`src/pwl_pkg.sv`:
```
`default_nettype none

package pwl_pkg;

    localparam int LANES = 16;
    localparam int SEG_DEPTH = 64;

    // Base saturation bound, far enough past the sample range that every lane still clamps
    localparam int BASE_LIM = 1 << 22;

    typedef logic signed [15:0] sample_t;
    typedef logic [47:0] dma_word_t;
    typedef logic [15:0] seg_len_t;
    typedef logic [$clog2(SEG_DEPTH)-1:0] seg_addr_t;
    typedef logic signed [23:0] base_acc_t;

    localparam sample_t SAMPLE_MAX = 16'sh7FFF;
    localparam sample_t SAMPLE_MIN = 16'sh8000;

    typedef sample_t [LANES-1:0] batch_t;       // Lane 0 in the low bits

    // Same layout as the 48-bit stream word
    typedef struct packed {
        sample_t  start;
        sample_t  slope;
        seg_len_t len;
    } segment_t;

    typedef struct packed {
        dma_word_t data;
        logic      valid;
        logic      last;
    } dma_stream_t;

    typedef struct packed {
        base_acc_t base;
        logic      valid;
        logic      last_batch;
    } base_beat_t;

    typedef base_acc_t [LANES-1:0] lane_offs_t;

    typedef enum logic [1:0] {
        IDLE,
        FETCH,
        RUN
    } gen_state_t;

endpackage

`default_nettype wire

```
`src/ramp_base.sv`:
```
`timescale 1ns/1ps
`default_nettype none

module ramp_base (
    input  logic                                  clk,
    input  logic                                  rst,
    input  logic                                  run,
    input  logic                                  dac_rdy,
    input  pwl_pkg::segment_t                     seg,
    input  logic [$bits(pwl_pkg::seg_addr_t):0]   seg_count,
    output pwl_pkg::seg_addr_t                    seg_idx,
    output logic                                  busy,
    output pwl_pkg::base_beat_t                   beat
);
    import pwl_pkg::*;

    gen_state_t         state;
    seg_addr_t          idx;
    seg_addr_t          idx_nxt;
    seg_len_t           batch_cnt;
    base_acc_t          base;
    base_acc_t          base_step;
    base_acc_t          base_nxt;
    logic signed [24:0] base_sum;
    logic               last_seg;
    logic               seg_done;
    logic               step;

    assign last_seg  = ({1'b0, idx} == seg_count - 1'b1);
    assign seg_done  = (batch_cnt == seg.len - 1'b1);
    assign step      = (state == RUN) && dac_rdy;
    assign base_step = {{4{seg.slope[15]}}, seg.slope, 4'h0};    // 16 x slope per batch
    assign base_sum  = $signed({base[23], base}) + $signed({base_step[23], base_step});

    // Saturate so that long ramps keep clamping instead of wrapping
    always_comb begin
        if (base_sum > BASE_LIM) begin
            base_nxt = base_acc_t'(BASE_LIM);
        end else if (base_sum < -BASE_LIM) begin
            base_nxt = base_acc_t'(-BASE_LIM);
        end else begin
            base_nxt = base_sum[23:0];
        end
    end

    always_comb begin
        idx_nxt = idx;
        case (state)
            IDLE:    idx_nxt = '0;
            FETCH:   if (seg.len == '0) idx_nxt = idx + 1'b1;   // Skip empty segments
            RUN:     if (step && seg_done) idx_nxt = idx + 1'b1;
            default: idx_nxt = idx;
        endcase
    end

    always_ff @(posedge clk) begin
        if (rst) begin
            state     <= IDLE;
            idx       <= '0;
            batch_cnt <= '0;
            base      <= '0;
        end else begin
            idx <= idx_nxt;
            case (state)
                IDLE: begin
                    if (run && seg_count != '0) state <= FETCH;
                end
                FETCH: begin
                    batch_cnt <= '0;
                    base      <= base_acc_t'(seg.start);
                    if (seg.len != '0) begin
                        state <= RUN;
                    end else if (last_seg) begin
                        state <= IDLE;          // Table ended in empty segments
                    end
                end
                RUN: begin
                    if (step) begin
                        base      <= base_nxt;
                        batch_cnt <= batch_cnt + 1'b1;
                        if (seg_done) state <= last_seg ? IDLE : FETCH;
                    end
                end
                default: state <= IDLE;
            endcase
        end
    end

    assign seg_idx         = idx_nxt;
    assign busy            = (state != IDLE);
    assign beat.base       = base;
    assign beat.valid      = (state == RUN);
    assign beat.last_batch = (state == RUN) && seg_done && last_seg;

endmodule

`default_nettype wire

```
`config.mk`:
```
export PLATFORM = sky130hd
export DESIGN_NAME = ramp_base
export DESIGN_NICKNAME = d
export VERILOG_FILES = /design/src/pwl_pkg.sv /design/src/ramp_base.sv
export SDC_FILE = /design/constraint.sdc
export NUM_CORES = 1
export LEC_CHECK = 0
export CAP_MARGIN = 40
export CORE_AREA = 10 10 101 125
export DETAILED_ROUTE_END_ITERATION = 6
export DIE_AREA = 0 0 111 135
export DONT_BUFFER_PORTS = 1
export PLACE_DENSITY = 0.65
export SYNTH_ARGS = -nofsm -noshare
export SYNTH_HDL_FRONTEND = slang
export SYNTH_SLANG_ARGS = --single-unit
```
`constraint.sdc`:
```
create_clock -name clk -period 10.6 [get_ports clk]
set_input_delay 2.12 -clock clk [delete_from_list [all_inputs] [get_ports clk]]
set_output_delay 2.12 -clock clk [all_outputs]
set_load 0.02 [all_outputs]
```
==> metrics.md, run 1 <==
| Metric | Value |
|---|---|
| Status | `finished clean` |
| DR vias | `approximately 4500` |
| Max IR drop VDD | `around 0.00013 V` |
| Worst Setup Start Kind | `input pin` |
| Final Hold Viols | `0` |
| First-pass GRT wire length | `approximately 22000 um` |
| Max cap viols | `0` |
| PD cells | `roughly 230 nW/um2` |
| Die height | `135 um` |
| Unique cell type count in the Yosys netlist | `63` |
| DRT iter0 DRCs | `around 180` |
| Layout cells sized above 1 | `under 10%` |
| Required time worst endpoint | `roughly 8500 ps` |
| ANT cells | `0` |
| Site row count | `41` |
| Post-synthesis instance total | `about 600` |
| Commonest non-fill, non-tap cell in the layout | `nor2_1` |
| Ys Warns | `0` |
| Setup tns final | `0 ps` |
| Setup WS post-layout | `3570 ps` |
| Port bufs | `0` |
| Mapped Area | `~4500 um2` |
| Final period utilization | `66.4%` |
| Max Freq | `between 100 and 150 MHz` |
| GPL Wtd Cong | `a little over 0.9` |
| Largest net degree at the start of global routing | `33` |
| IO Count | `92` |
| Final ANT Viol Nets | `0` |
| Grt total ovfl | `0` |
| Wire per inst | `approximately 19 um` |
| Area grow syn2layout | `5.59%` |
| Detailed-route wire length | `13300 um` |
| CTS resizes | `0` |
| WHS Path Cells | `2` |
| Ys async rst share | `0%` |
| CTS tree | `built` |
| Syn Area/Cell | `around 7.5 um2` |
| Most frequent cells in the layout | `51 x nor2_1, 48 x dfxtp_1, 43 x a21oi_1` |
| Hold Path Class | `reg2reg` |
| CP Max Fanout | `11` |
| CTS sink cnt | `48` |
| CTS Hold Bufs | `0` |
| Clock Path Buffers | `2` |
| Global-route usage over all layers | `17.2%` |
| Worst-path clk slew | `around 70 ps` |
| Core box area | `approximately 10000 um2` |
| Final setup vio count | `0` |
| Pre-CTS WS | `approximately 3600 ps` |
| Post-synthesis sequential area ratio | `between 20% and 30%` |
| Post-Syn Nets | `slightly below 700` |
| Die Wd | `around 110 um` |
| Type of the worst setup path | `in2out` |
| Antenna violations before repair | `0` |
| Root buffer cell | `clkbuf_16` |
| Initial Utilization | `about 44%` |
| Worst R2R Path Depth | `12` |
| Synth Register Bits | `between 40 and 50` |
| LEAKAGE | `between 1.5 and 2 nW` |
| Clock period minus worst slack | `~7000 ps` |
| H-tree levels | `2` |
| DRC viols | `0` |
| Slew @ Worst Pin | `roughly 760 ps` |
| CP arrival | `between 4000 and 5000 ps` |
| Worst rel slew slack | `49.3%` |
| Drt pass-1 iters | `5` |
| Layout Skew | `just under 5 ps` |
| Postcts setup bufs | `0` |
| Slew Limit Fails | `0` |
| DR vias/cell | `approximately 6.3` |
| RSZ-0062 raised after global routing | `no` |
| Number of synthesized flops with an enable pin | `0` |
| CTS buffer count | `5` |
| Ys flop type | `dfxtp_1` |
| CP Capture Type | `primary output` |
| Die area | `roughly 15000 um2` |
| Final #Nets | `670` |
| DP HPWL | `10500 um` |
| Clk_lat worst skew | `between 200 and 300 ps` |
| Number of global-route vias before repair | `roughly 4500` |
state kept, by name (all words and copies together) (netlist names):
signal	count
idx	6
batch_cnt	16
base	24
state	2
cell usage after synthesis, drive strengths merged, types with 9 or more instances:
master  instances  area, um2
a31oi          13       81.3
o21ai          38        190
nand2          41        154
nor3           19        106
nand3          27        135
a21oi          43        215
xnor2          28        245
a21o           14        105
inv            24       90.1
clkbuf         27        101
nor4           11       98.8
o211ai          9       67.6
xor2           20        175
nand4          16        100
nor2           51        191
nor2b           9       56.3
a22oi          12       90.1
ha             29        363
dfxtp          48        961
final timing paths:
| check | startpoint | to | slack, ps |
|---|---|---|---|
| min | state[0] | state[0] | 560 |
| max | seg[0] | seg_idx[4] | 3570 |
| max reg2reg | base[4] | base[11] | 6660 |
| min reg2reg | state[0] | state[0] | 560 |
worst max-delay path, cell delays in order:
cell and delay (ps):
inv_1 60, ha_1 350, nor3b_1 280, xnor2_1 140, o21ai_0 100, a2111oi_0 400, nand4_1 250, nor4b_1 370
buf_4 240, nor4b_1 270, a31oi_1 90, nand3_1 230
layout make-up:
class,count,area [um2]
clock inverter,1,30.0
multi-input combinational,497,3320
sequential,48,961
tap,129,161
inverter,24,90.1
timing repair buffer,5,32.5
fill,1009,5360
clock buffer,7,153
per-stage QoR:
stage / power, mW / hold slack (ps) / instances / utilization, % / cell area (um2)
final: 1.10 / 560 / 711 / 47.0 / 4750
after global routing: 1.19 / 593 / 711 / 47.0 / 4750
after CTS: 1.10 / 566 / 711 / 47.0 / 4750
after detailed placement: 0.903 / 542 / 703 / 45.2 / 4560
after global placement: 0.890 / 520 / 701 / 45.1 / 4550
after floorplan: 0.766 / 498 / 601 / - / 4500
cell families after synthesis:
logic type	share of synthesized area, %
xor+xnor	9.35
flops	21.4
simple gates	26.8
fa+ha+maj	8.52
buf+inv	4.79
mux	1.86
compound gates	27.3
metal layers:
| metal | GRT usage, % | share of wire [%] | vias to the layer above |
|---|---|---|---|
| met4 | 6.38 | 2.7 | 0 |
| met1 | 18.3 | 40 | 2094 |
| met5 | 0 | 0 | - |
| met3 | 4.65 | 6.9 | 35 |
| met2 | 31.6 | 51 | 144 |
| li1 | - | - | 2213 |
power by group:
| group | internal, mW | switching [mW] | total (mW) |
|---|---|---|---|
| Clock | 0.124 | 0.0711 | 0.195 |
| Sequential | 0.223 | 0.0903 | 0.313 |
| Combinational | 0.221 | 0.375 | 0.595 |
| Total | 0.567 | 0.536 | 1.10 |
Note: power is estimated with default switching activity, not from simulation.
==> run 2, diff against run 1 <==
PLACE_DENSITY = 0.67   (was 0.65)
clock period = 6.4 ns   (was 10.6 ns; I/O delays follow)
==> metrics.md, run 2 (synthesis gave the netlist of run 1 again) <==
| Metric | Value |
|---|---|
| Status | `finished clean (unchanged)` |
| Port bufs | `0 (unchanged)` |
| Max cap viols | `0 (unchanged)` |
| R2r startpoint | `base[4] (unchanged)` |
| Die Wd | `111 um (unchanged)` |
| ANT cells | `0 (unchanged)` |
| CP max stage delay | `550 ps (was 400 ps)` |
| H-tree levels | `2 (unchanged)` |
| Detailed-route wire length | `13300 um (about the same)` |
| Drt pass-1 iters | `4 (was 5)` |
| Grt total ovfl | `0 (unchanged)` |
| Max IR drop VDD | `0.000253 V (was 0.000126 V)` |
| Most frequent cells in the layout | `51 x nor2_1, 48 x dfxtp_1, 43 x a21oi_1 (unchanged)` |
| Final setup vio count | `0 (unchanged)` |
| Commonest non-fill, non-tap cell in the layout | `nor2_1 (unchanged)` |
| Worst Setup Start Kind | `input pin (unchanged)` |
| Hold Path Class | `reg2reg (unchanged)` |
| Area grow syn2layout | `4.84% (was 5.59%)` |
| Layout cells sized above 1 | `4.64% (unchanged)` |
| Type of the worst setup path | `in2out (unchanged)` |
| Required time worst endpoint | `5120 ps (was 8480 ps)` |
| Internal | `888 uW (was 567 uW)` |
| Postcts setup bufs | `0 (unchanged)` |
| Wire per inst | `18.7 um (about the same)` |
| HP Start | `batch_cnt[10] (was state[0])` |
| Setup tns final | `0 ps (unchanged)` |
| Die height | `135 um (unchanged)` |
| Crit path launch | `seg[0] (unchanged)` |
| Root buffer cell | `clkbuf_16 (unchanged)` |
| Global-route usage over all layers | `16.8% (was 17.2%)` |
| CP Max Fanout | `9 (was 11)` |
| DR vias/cell | `6.39 (was 6.31)` |
| Switching share of power | `49.8% (was 48.6%)` |
| IO Count | `92 (unchanged)` |
| CTS tree | `built (unchanged)` |
| Final #Nets | `670 (unchanged)` |
| CTS resizes | `0 (unchanged)` |
| CP Capture Type | `primary output (unchanged)` |
| Max stage delay cell, worst path | `or4b_1 (was a2111oi_0)` |
| Max reg flops | `24 (unchanged)` |
| Combinational share of power | `55.3% (was 53.9%)` |
| CP arrival | `4030 ps (was 4910 ps)` |
| Core box area | `10100 um2 (unchanged)` |
| Final ANT Viol Nets | `0 (unchanged)` |
| Cells along the critical path | `inv_1 -> ha_1 -> nor3b_1 -> xnor2_1 -> o21ai_0 -> a2111oi_0 -> nand4_1 -> or4b_1 -> a21o_1 -> a221o_1 (was inv_1 -> ha_1 -> nor3b_1 -> xnor2_1 -> o21ai_0 -> a2111oi_0 -> nand4_1 -> nor4b_1 -> buf_4 -> nor4b_1 -> a31oi_1 -> nand3_1)` |
| Number of global-route vias before repair | `4516 (was 4540)` |
| Antenna violations before repair | `0 (unchanged)` |
| Biggest regs | `base x24, batch_cnt x16, idx x6 (unchanged)` |
| Initial Utilization | `44.5% (unchanged)` |
| Layout Skew | `8.73 ps (was 4.86 ps)` |
| DRT iter0 DRCs | `240 (was 176)` |
| Site row count | `41 (unchanged)` |
| PD cells | `375 nW/um2 (was 232 nW/um2)` |
| Setup WS post-layout | `1090 ps (was 3570 ps)` |
| Slew Limit Fails | `0 (unchanged)` |
| Slew @ Worst Pin | `741 ps (was 758 ps)` |
| Worst-path clk slew | `70 ps (about the same)` |
| GPL Wtd Cong | `0.902 (was 0.908)` |
| WHS Path Cells | `2 (unchanged)` |
| Final period utilization | `between 80% and 90%` |
| DR vias | `4544 (was 4486)` |
| Final Hold Viols | `0 (unchanged)` |
| LEAKAGE | `1.86 nW (was 1.87 nW)` |
| Power share of the clock group | `15.4% (was 17.7%)` |
| Worst R2R Path Depth | `12 (unchanged)` |
| Clk_lat worst skew | `300 ps (was 290 ps)` |
| DRC viols | `0 (unchanged)` |
| Worst rel slew slack | `50.5% (was 49.3%)` |
| Max Freq | `188 MHz` |
| Largest net degree at the start of global routing | `33 (unchanged)` |
| R2R setup slack | `2480 ps (was 6660 ps)` |
| Pre-CTS WS | `1110 ps (was 3640 ps)` |
| Worst setup path end | `seg_idx[2] (was seg_idx[4])` |
| Reg-to-reg endpoint | `base[11] (unchanged)` |
| RSZ-0062 raised after global routing | `no (unchanged)` |
| Clock Path Buffers | `2 (unchanged)` |
| Power consumption | `1.77 mW (was 1.10 mW)` |
| Biggest register | `base (unchanged)` |
| Switching pwr | `880 uW (was 536 uW)` |
| CTS buffer count | `5 (unchanged)` |
| Clock period minus worst slack | `approximately 5300 ps` |
| Seq pwr share | `29.3% (was 28.3%)` |
| CTS sink cnt | `48 (unchanged)` |
| First-pass GRT wire length | `21600 um (was 22100 um)` |
| Die area | `15000 um2 (unchanged)` |
| DP HPWL | `10500 um (about the same)` |
| CTS Hold Bufs | `0 (unchanged)` |
run 2: worst min-delay path by stage:
stage / endpoint / slack (ps)
6_report: batch_cnt[10] / 560
5_1_grt: batch_cnt[10] / 580
4_1_cts: batch_cnt[10] / 560
3_5_place_dp: batch_cnt[10] / 540
3_3_place_gp: batch_cnt[10] / 530
2_1_floorplan: batch_cnt[10] / 500
run 2: critical path, delay by kind of cell:
| kind | cells | cell delay, ps |
|---|---|---|
| fa+ha+maj | 1 | 340 |
| compound gates | 4 | 1070 |
| buf+inv | 1 | 60 |
| xor+xnor | 1 | 160 |
| simple gates | 3 | 1120 |
run 2: final cells by class:
class | count | area [um2]
fillers | 1012 | 5390
multi-input cells | 497 | 3320
flip-flops and latches | 48 | 961
well taps | 129 | 161
clock buffers | 6 | 139
inverters | 24 | 90.1
repair buffers | 5 | 32.5
clock inverters | 2 | 10.0
run 2: power by group through the flow:
stage,Sequential [mW],Clock (mW),Combinational [mW]
2_1_floorplan,0.500,0,0.769
3_3_place_gp,0.527,0,0.944
3_5_place_dp,0.531,0,0.965
4_1_cts,0.523,0.279,0.972
5_1_grt,0.530,0.291,1.09
6_report,0.518,0.272,0.978
run 2: metal layers:
| metal | track usage, % | up-vias | part of all wire (%) |
|---|---|---|---|
| met2 | 30.9 | 161 | 51 |
| met5 | 0 | - | 0 |
| met4 | 6.23 | 0 | 2.6 |
| li1 | - | 2198 | - |
| met1 | 17.8 | 2156 | 39 |
| met3 | 4.61 | 29 | 7.7 |
run 2: through the flow:
step	area [um2]	hold slack [ps]	util, %	instances
after global placement	4550	526	45.1	701
after floorplan	4500	498	-	601
after global routing	4710	580	46.6	711
final	4710	557	46.6	711
after CTS	4710	558	46.6	711
after detailed placement	4560	535	45.2	703
