$ cat src/pwl_pkg.sv
`default_nettype none

package pwl_pkg;

    localparam int LANES = 16;
    localparam int SEG_DEPTH = 64;

    // Base saturation bound, far enough past the sample range that every lane still clamps
    localparam int BASE_LIM = 1 << 22;

    typedef logic signed [15:0] sample_t;
    typedef logic [47:0] dma_word_t;
    typedef logic [15:0] seg_len_t;
    typedef logic [$clog2(SEG_DEPTH)-1:0] seg_addr_t;
    typedef logic signed [23:0] base_acc_t;

    localparam sample_t SAMPLE_MAX = 16'sh7FFF;
    localparam sample_t SAMPLE_MIN = 16'sh8000;

    typedef sample_t [LANES-1:0] batch_t;       // Lane 0 in the low bits

    // Same layout as the 48-bit stream word
    typedef struct packed {
        sample_t  start;
        sample_t  slope;
        seg_len_t len;
    } segment_t;

    typedef struct packed {
        dma_word_t data;
        logic      valid;
        logic      last;
    } dma_stream_t;

    typedef struct packed {
        base_acc_t base;
        logic      valid;
        logic      last_batch;
    } base_beat_t;

    typedef base_acc_t [LANES-1:0] lane_offs_t;

    typedef enum logic [1:0] {
        IDLE,
        FETCH,
        RUN
    } gen_state_t;

endpackage

`default_nettype wire

$ cat src/slope_offsets.sv
`timescale 1ns/1ps
`default_nettype none

module slope_offsets (
    input  logic                 clk,
    input  logic                 rst,
    input  pwl_pkg::segment_t    seg,
    input  logic                 load,
    output pwl_pkg::lane_offs_t  offs
);
    import pwl_pkg::*;

    base_acc_t  slope_ext;
    lane_offs_t offs_nxt;

    assign slope_ext = base_acc_t'(seg.slope);

    // Lane k sits k samples into the batch
    always_comb begin
        for (int k = 0; k < LANES; k++) begin
            offs_nxt[k] = slope_ext * base_acc_t'(k);
        end
    end

    // seg is steady through a segment, so the table is too
    always_ff @(posedge clk) begin
        if (rst) begin
            offs <= '0;
        end else if (load) begin
            offs <= offs_nxt;
        end
    end

endmodule

`default_nettype wire

$ cat config.mk
export PLATFORM = sky130hd
export DESIGN_NAME = slope_offsets
export DESIGN_NICKNAME = d
export VERILOG_FILES = /design/src/pwl_pkg.sv /design/src/slope_offsets.sv
export SDC_FILE = /design/constraint.sdc
export NUM_CORES = 1
export LEC_CHECK = 0
export BUFFER_PORTS_ARGS = -buffer_cell sky130_fd_sc_hd__buf_2
export CAP_MARGIN = 20
export CORE_MARGIN = 5
export CORE_UTILIZATION = 54
export CTS_CLUSTER_DIAMETER = 60
export DETAILED_ROUTE_END_ITERATION = 8
export PLACE_DENSITY = 0.84
export RECOVER_POWER = 100
export SYNTH_ARGS = -nofsm -noshare
export SYNTH_HDL_FRONTEND = slang
export SYNTH_SLANG_ARGS = --single-unit
$ cat constraint.sdc
create_clock -name clk -period 5.2 [get_ports clk]
set_input_delay 0.52 -clock clk [delete_from_list [all_inputs] [get_ports clk]]
set_output_delay 0.52 -clock clk [all_outputs]
set_load 0.05 [all_outputs]
==> impl_metrics.py, run 1 <==
metrics = {
    "status": {
        "status": "finished with violations",
        "violations": "max-capacitance violations, max-slew violations",
    },
    "detailed_routing": {
        "drc": 0,
        "dr.pass1.iters": 5,
        "via_per_inst": 5.64,
        "route.met2.wl_um": 18100,
        "first_iter_violations": 903,
        "wl_met3_um": 3300,
        "post_drt_wl_per_cell_um": 18.4,
        "dr_total_vias": 12400,
        "wirelength_um": 40400,
        "ant_nets": 0,
        "maxUsedRoutingLayer": "met5",
        "wl_met1_um": 17100,
    },
    "sta": {
        "holdWs_ps": 443,
        "rsz0062_at_grt": "false",
        "hold_viol_final": 0,
        "max_clock_freq_mhz": 226,
        "setup_viol": 0,
        "skew_ps": 0,
        "period_minus_slack_ps": 4430,
        "post-route-period-util_pct": 85.2,
        "fin_ws_ps": 772,
        "finalSetupTns_ps": 0,
        "slew_violations": 50,
        "slew_headroom_pct": -106,
        "tightestPinTransition_ps": 3090,
    },
    "min_path": {
        "min_to": "offs[312]$_SDFFE_PP0P_",
        "min_path_type": "primary input to register",
        "hp-start": "seg[16]",
        "holdPathStages": 3,
    },
    "cells_and_area": {
        "largest_reg_flops": 142,
        "diodes": 0,
        "fillers": 2574,
        "largestRegisters": "offs: 142 flops",
        "nets": 2121,
        "top_register": "offs",
        "design_area_sq_um": 14800,
        "area_growth_pct": 4.42,
        "final_layout_size_suffix_gt1_share_pct": 4.20,
    },
    "synth": {
        "netlist-cell-type-count": 75,
        "synth-seq-cells": 142,
        "netlist_area_sq_um": 14200,
        "synthMuxAreaShare_pct": 4.10,
        "yosysMostFrequentCell": "buf_4",
        "synth_top_family_by_area": "adder cells",
        "yosys_warnings": 0,
        "synth_xor_area_share_pct": 4.81,
        "synth_edf_count": 0,
        "synth_area_leader_cell": "dfxtp_1",
        "syn_area_per_cell_sq_um": 8.35,
        "synth_ff_type": "dfxtp_1",
        "synthSimpleGateAreaFrac_pct": 12.9,
        "synth-compound-area-share_pct": 16.7,
        "async_reset_ff_share_pct": 0,
        "synth.top_cell.area_share_pct": 20.0,
        "synthAdderAreaFrac_pct": 23.3,
        "yosys-top-cells-count": "242 x buf_4, 156 x ha_1, 145 x inv_1",
        "yosysSeqAreaShare_pct": 20.0,
        "netlist_instances": 1702,
        "synth_area_leaders": "dfxtp_1 20%, ha_1 14%, buf_4 13%",
    },
    "floorplanning": {
        "die-area_sq_um": 29700,
        "rows": 59,
        "pin_count": 435,
        "die_h_um": 172,
        "design.core.area_sq_um": 26000,
        "start_util_pct": 54.7,
        "die_width_um": 172,
    },
    "global_route": {
        "grt_pass1_vias": 12000,
        "grt_overflow": 0,
        "grt.total_usage_pct": 26.8,
        "antenna_found_initial": 1,
        "grt_max_degree": 58,
        "grt_pass1_wl_um": 63200,
    },
    "clock_network": {
        "cts_max_level": 4,
        "cts_tree": "built",
        "post_cts_buffers": 0,
        "clockBufferDepth": 2,
        "root_buffer": "clkbuf_16",
        "cts-resized-gates": 0,
        "clock_sinks": 142,
        "clkLatencyLatePin_ps": 430,
        "clk_pin_slew_ps": 70,
        "hold_buffers": 0,
        "numCtsBuffers": 17,
    },
    "critical_path": {
        "reg2reg_to": "offs[210]$_SDFFE_PP0P_",
        "critPathArrivalTime_ps": 4740,
        "crit_type": "primary input to register",
        "worst_setup_path_start_kind": "primary input",
        "reg2reg_from": "offs[210]$_SDFFE_PP0P_",
        "cp-end-kind": "register",
        "critPathMaxFanout": 8,
        "worstPathRequired_ps": 5520,
        "reg2reg_slack_ps": 4040,
        "reg2regPathDepth": 2,
    },
    "place": {
        "gp_congestion": 0.966,
        "post-place-ws_ps": 633,
        "placed_area_sq_um": 14700,
        "hpwlAfterDp_um": 30800,
        "port-buffer-count": 367,
    },
    "power": {
        "total_power_mw": 6.51,
        "vdd_ir_drop_max_mv": 0.253,
        "power.density_nw_per_um2": 439,
        "power.leakage_nw": 6.65,
    },
    "job": {
        "drv_cap": 1,
    },
}
per-stage QoR:
stage,instances,utilization (%)
after global placement,2162,56.6
after detailed placement,2162,56.6
after global routing,2194,57.1
after CTS,2194,58.8
after floorplan,1736,-
final,2194,57.1
logic make-up (layout without fill, tap and decap cells):
| group | after synthesis | count (layout) |
|---|---|---|
| xor gates and xnor gates | 78 | 78 |
| and+or+nand+nor | 397 | 397 |
| other | 1 | 35 |
| buffers and inverters | 440 | 563 |
| AOI/OAI and AO/OA | 362 | 362 |
| muxes | 58 | 58 |
| DFF | 142 | 142 |
| adders and majority gates | 224 | 224 |
area by class of cell:
cell class	instances	area, sq um	area share (%)
Clock buffer	20	457	3.08
Clock inverter	12	135	0.911
Inverter	147	552	3.72
Multi-Input combinational cell	1154	8910	60.0
Sequential cell	142	2840	19.2
Tap cell	335	419	2.83
Timing Repair Buffer	384	1520	10.3
how the worst max path moves through the flow:
stage / startpoint / endpoint / slack (ps)
floorplan: seg[31] / offs[382]$_SDFFE_PP0P_ / 1320
global placement: seg[19] / offs[379]$_SDFFE_PP0P_ / 730
detailed placement: seg[19] / offs[379]$_SDFFE_PP0P_ / 630
CTS: seg[19] / offs[379]$_SDFFE_PP0P_ / 1060
global route: seg[18] / offs[379]$_SDFFE_PP0P_ / 400
finish: seg[18] / offs[379]$_SDFFE_PP0P_ / 770
critical path, stage by stage:
cell       delay [ps]
clkbuf_1          440
ha_1              360
xor2_1            370
ha_1              340
fa_1              470
ha_1              330
inv_1              80
a2111oi_2         580
o21ai_0           300
a21oi_1           250
o22ai_1           180
o21a_1            210
o311ai_0          320
where the power goes:
| group | switching, mW | leakage (nW) | internal [mW] |
|---|---|---|---|
| Sequential | 0.141 | 1.17 | 1.28 |
| Combinational | 2.76 | 5.20 | 1.05 |
| Clock | 0.538 | 0.279 | 0.736 |
routing by layer:
metal / GRT usage, % / up-vias
li1: - / 5867
met1: 34.7 / 5804
met2: 43.6 / 582
met3: 4.69 / 116
met4: 12.6 / 2
met5: 0 / -
cells in the final DEF (no fill, tap or decap), types with 13 or more instances in the layout:
cell / instances
nand4_1: 13
nand3_1: 28
ha_1: 156
nor3_1: 30
xor2_1: 29
buf_4: 17
buf_2: 14
a21o_1: 26
a21oi_1: 104
nor2b_1: 13
clkbuf_1: 354
o21ai_0: 67
inv_1: 145
clkbuf_16: 17
conb_1: 35
nand2_1: 105
dfxtp_1: 142
a31oi_1: 14
nor2_1: 140
o21a_1: 25
mux2i_1: 57
a211oi_1: 28
xnor2_1: 49
or3_1: 15
fa_1: 68
Power figures use the tool's default switching activity.
==> run 2, diff against run 1 <==
CORE_AREA = 2 2 171 173   (was not set)
CORE_MARGIN = not set   (was 5)
CORE_UTILIZATION = not set   (was 54)
DIE_AREA = 0 0 173 175   (was not set)
PLACE_DENSITY = 0.79   (was 0.84)
==> run 2 against run 1 <==
Cell count grew 2.2%. Sequential power about the same. Count of clock-buffer cells in the layout fell by 3. Via count fell by 1.7%. Worst setup slack got worse by 36 ps. Maximum frequency shrank 0.80%. The run still ends with max-capacitance violations, max-slew violations left. Combinational power barely moved.
==> impl_metrics.py, run 2 (synthesized netlist as in run 1, its figures left out) <==
metrics = {
    "clock_network": {
        "clkLatencyLatePin_ps": 440,
        "root_buffer": "clkbuf_16",
        "clk_pin_slew_ps": 70,
        "post_cts_buffers": 0,
        "clock_sinks": 142,
        "clockBufferDepth": 2,
        "numCtsBuffers": 17,
        "cts_tree": "built",
        "cts_max_level": 4,
        "cts-resized-gates": 0,
        "hold_buffers": 0,
    },
    "detailed_routing": {
        "drc": 0,
        "via_per_inst": 5.42,
        "wirelength_um": 39300,
        "dr_total_vias": 12200,
        "post_drt_wl_per_cell_um": 17.5,
        "dr.pass1.iters": 5,
        "first_iter_violations": 833,
        "ant_nets": 0,
    },
    "sta": {
        "tightestPinTransition_ps": 3580,
        "slew_violations": 107,
        "max_clock_freq_mhz": 224,
        "finalSetupTns_ps": 0,
        "rsz0062_at_grt": "false",
        "skew_ps": 0,
        "slew_headroom_pct": -139,
        "period_minus_slack_ps": 4460,
        "hold_viol_final": 0,
        "setup_viol": 0,
        "post-route-period-util_pct": 85.8,
        "holdWs_ps": 451,
    },
    "cells_and_area": {
        "final_common_cell": "clkbuf_1",
        "final_cell_mix": "355 x clkbuf_1, 156 x ha_1, 145 x inv_1",
        "fillers": 2827,
        "largest_reg_flops": 142,
        "nets": 2120,
        "top_register": "offs",
        "largestRegisters": "offs: 142 flops",
        "area_growth_pct": 4.81,
        "final_layout_size_suffix_gt1_share_pct": 4.14,
        "diodes": 0,
        "design_area_sq_um": 14900,
    },
    "critical_path": {
        "critPathArrivalTime_ps": 4810,
        "critPathBufInv": 1,
        "cp_cell_sequence": "clkbuf_1, ha_1, xor2_1, fa_1, ha_1, a21oi_1, o21a_1, o311ai_0, a41oi_1, or3_1, a311oi_1",
        "crit_type": "primary input to register",
        "reg2reg_to": "offs[210]$_SDFFE_PP0P_",
        "critPathMaxFanout": 11,
        "reg2reg_slack_ps": 3950,
        "cp_slowest_stage_delay_ps": 900,
        "crit_top_cell": "ha_1",
        "slowest_stage": "o311ai_0",
        "critPathTopFamily": "compound AO/OA/AOI/OAI gates",
        "reg2reg_from": "offs[210]$_SDFFE_PP0P_",
        "worst_setup_path_start_kind": "primary input",
        "reg2regPathDepth": 2,
        "worstPathRequired_ps": 5540,
        "cp-end-kind": "register",
    },
    "global_route": {
        "grt_pass1_wl_um": 61500,
        "antenna_found_initial": 0,
        "grt_pass1_vias": 11300,
        "grt_overflow": 0,
        "grt.total_usage_pct": 25.5,
        "grt_max_degree": 72,
    },
    "min_path": {
        "min_path_type": "primary input to register",
        "min_to": "offs[312]$_SDFFE_PP0P_",
        "holdPathStages": 3,
        "hp-start": "seg[16]",
    },
    "floorplanning": {
        "design.core.area_sq_um": 28400,
        "die_width_um": 173,
        "pin_count": 435,
        "rows": 62,
        "die_h_um": 175,
        "start_util_pct": 50.0,
        "die-area_sq_um": 30300,
    },
    "place": {
        "port-buffer-count": 367,
        "hpwlAfterDp_um": 29800,
        "placed_area_sq_um": 14700,
        "gp_congestion": 0.897,
    },
    "power": {
        "vdd_ir_drop_max_mv": 0.283,
        "power.density_nw_per_um2": 436,
        "power.leakage_nw": 6.65,
    },
    "status": {
        "violations": "max-capacitance violations, max-slew violations",
        "status": "finished with violations",
    },
    "job": {
        "drv_cap": 2,
    },
}
## run 2: changes by cell type in the layout (fill, tap and decap cells not counted), moves of 2 or more
cell | previous run | this run
clkinv_2 | 2 | 0
clkinv_4 | 1 | 3
buf_4 | 17 | 15
clkinvlp_4 | 4 | 1
inv_8 | 0 | 5
clkbuf_8 | 2 | 0
## run 2: worst min-delay path: stages
cell and delay (ps):
buf_2 160, mux2i_1 90, nor2_1 80
## run 2: how the worst max path moves through the flow
stage	start	to	slack [ps]	cells after the start
after floorplan	seg[31]	offs[382]$_SDFFE_PP0P_	1320	13
after global placement	seg[19]	offs[379]$_SDFFE_PP0P_	750	13
after detailed placement	seg[19]	offs[379]$_SDFFE_PP0P_	680	13
after CTS	seg[19]	offs[379]$_SDFFE_PP0P_	1140	13
after global routing	seg[19]	offs[379]$_SDFFE_PP0P_	430	13
final	seg[19]	offs[334]$_SDFFE_PP0P_	740	11
## run 2: cell type report
class	count	area (sq um)	area share [%]
Tap cell	384	480	3.23
Timing Repair Buffer	383	1510	10.1
Multi-Input combinational cell	1154	8910	59.8
Clock buffer	17	425	2.86
Sequential cell	142	2840	19.1
Inverter	147	552	3.71
Clock inverter	15	171	1.15
## run 2: report_power, final
group / switching [mW] / total (mW) / leakage [nW] / internal, mW
Combinational: 2.75 / 3.80 / 5.19 / 1.06
Clock: 0.591 / 1.28 / 0.291 / 0.687
Sequential: 0.138 / 1.41 / 1.17 / 1.28
## run 2: per-stage QoR
step	power, mW	cells	util (%)	worst slack, ps
after global placement	5.23	2210	51.9	751
after global routing	6.89	2242	52.4	433
after floorplan	4.61	1736	-	1320
after detailed placement	5.28	2210	51.9	683
final	6.49	2242	52.4	737
after CTS	6.58	2242	54.0	1140
## run 2: metal layers
metal | track usage, % | up-vias | share of wire (%)
met5 | 0 | - | 0
met4 | 7.94 | 0 | 1.9
met3 | 3.18 | 50 | 6.6
met2 | 43.2 | 501 | 47
met1 | 33.8 | 5750 | 45
li1 | - | 5861 | -
==> run 3, diff against run 2 <==
CORE_AREA = not set   (was 2 2 171 173)
CORE_MARGIN = 2   (was not set)
CORE_UTILIZATION = 53   (was not set)
DIE_AREA = not set   (was 0 0 173 175)
PLACE_DENSITY = 0.83   (was 0.79)
==> run 3 against run 2 <==
The flow still finishes with violations (max-capacitance violations, max-slew violations). Routed wire length shrank 2.0%. Clock power is essentially flat. Count of clock-buffer cells in the layout grew 1. Combinational power is essentially flat. Global-route usage grew 1.2 points. Via count grew 0.40%. Hold slack lost 8.7 ps. Core utilization grew 4.0 points. Sequential share of layout area grew 0.12 points. First-iteration DRC count grew 16%. Cell count shrank 2.3%.
==> impl_metrics.py, run 3 (synthesized netlist as in run 1, its figures left out) <==
metrics = {
    "sta": {
        "tightestPinTransition_ps": 3710,
        "holdWs_ps": 442,
        "slew_headroom_pct": -148,
        "setup_viol": 0,
        "rsz0062_at_grt": "false",
        "hold_viol_final": 0,
        "max_clock_freq_mhz": 227,
        "slew_violations": 59,
        "post-route-period-util_pct": 84.7,
        "finalSetupTns_ps": 0,
        "period_minus_slack_ps": 4400,
        "skew_ps": 0,
    },
    "place": {
        "hpwlAfterDp_um": 29500,
        "placed_area_sq_um": 14700,
        "gp_congestion": 0.900,
        "port-buffer-count": 367,
    },
    "power": {
        "power.leakage_nw": 6.63,
        "vdd_ir_drop_max_mv": 0.255,
        "power.density_nw_per_um2": 438,
    },
    "critical_path": {
        "crit_type": "primary input to register",
        "cp-end-kind": "register",
        "worst_setup_path_start_kind": "primary input",
        "worstPathRequired_ps": 5530,
        "critPathMaxFanout": 11,
        "critPathArrivalTime_ps": 4740,
    },
    "detailed_routing": {
        "wirelength_um": 38500,
        "post_drt_wl_per_cell_um": 17.6,
        "drc": 0,
        "dr.pass1.iters": 5,
        "first_iter_violations": 967,
        "dr_total_vias": 12200,
        "via_per_inst": 5.58,
        "ant_nets": 0,
    },
    "cells_and_area": {
        "final_common_cell": "clkbuf_1",
        "nets": 2118,
        "largest_reg_flops": 142,
        "diodes": 0,
        "top_register": "offs",
        "final_layout_size_suffix_gt1_share_pct": 3.99,
        "design_area_sq_um": 14800,
        "area_growth_pct": 4.17,
        "final_cell_mix": "353 x clkbuf_1, 156 x ha_1, 145 x inv_1",
        "largestRegisters": "offs: 142 flops",
    },
    "clock_network": {
        "clkLatencyLatePin_ps": 430,
        "cts_tree": "built",
        "hold_buffers": 0,
        "clk_pin_slew_ps": 70,
        "clockBufferDepth": 2,
        "cts-resized-gates": 0,
        "numCtsBuffers": 17,
        "post_cts_buffers": 0,
        "root_buffer": "clkbuf_16",
        "cts_max_level": 4,
        "clock_sinks": 142,
    },
    "status": {
        "status": "finished with violations",
        "violations": "max-capacitance violations, max-slew violations",
    },
    "job": {
        "drv_cap": 1,
    },
    "floorplanning": {
        "start_util_pct": 54.2,
        "design.core.area_sq_um": 26200,
        "pin_count": 435,
        "die-area_sq_um": 28100,
        "die_h_um": 168,
        "die_width_um": 168,
        "rows": 59,
    },
    "global_route": {
        "grt_max_degree": 66,
        "grt_pass1_wl_um": 59700,
        "grt_pass1_vias": 11200,
        "grt.total_usage_pct": 26.6,
        "grt_overflow": 0,
        "antenna_found_initial": 0,
    },
    "min_path": {
        "min_path_type": "primary input to register",
    },
}
==> run 3: area by class of cell <==
type	count	area, sq um
clock buffer	18	439
clock inverter	13	140
fill	2575	11400
inverter	147	552
multi-input combinational	1154	8900
sequential	142	2840
tap	335	419
timing repair buffer	381	1500
==> run 3: stage by stage <==
stage               power (mW)  utilization, %  worst slack, ps  cells
global route              6.86            56.5              518   2190
floorplan                 4.61               -             1320   1736
global placement          5.21            56.0              697   2159
finish                    6.48            56.5              796   2190
CTS                       6.55            58.2             1150   2190
detailed placement        5.27            56.0              700   2159
==> run 3: worst max-delay path, stage by stage <==
cell and delay (ps):
clkbuf_1 510, ha_1 390, xor2_1 350, ha_1 340, fa_1 470, ha_1 330
inv_1 80, a2111oi_2 530, o21ai_0 260, a21oi_1 230, o22ai_1 190, o21a_1 220
o311ai_0 290
==> run 3: power by group <==
| part | total (mW) | leakage (nW) | switching (mW) | internal [mW] |
|---|---|---|---|---|
| Combinational | 3.80 | 5.18 | 2.75 | 1.06 |
| Clock | 1.26 | 0.275 | 0.543 | 0.719 |
| Sequential | 1.42 | 1.17 | 0.141 | 1.28 |
| Total | 6.48 | 6.63 | 3.43 | 3.05 |
==> run 3: final timing paths <==
path                            slack, ps                endpoint  depth (start not counted)              startpoint
worst max-delay path                  800  offs[379]$_SDFFE_PP0P_                         13                 seg[19]
worst min-delay path                  440  offs[312]$_SDFFE_PP0P_                          3                 seg[16]
worst max register to register       4050  offs[210]$_SDFFE_PP0P_                          2  offs[210]$_SDFFE_PP0P_
worst min register to register        460  offs[378]$_SDFFE_PP0P_                          2  offs[378]$_SDFFE_PP0P_
==> run 3: layer usage <==
metal	track usage, %	share of wire, %
met4	11.0	3.5
met5	0	0
met2	43.4	45
met1	34.9	44
met3	4.89	7.2
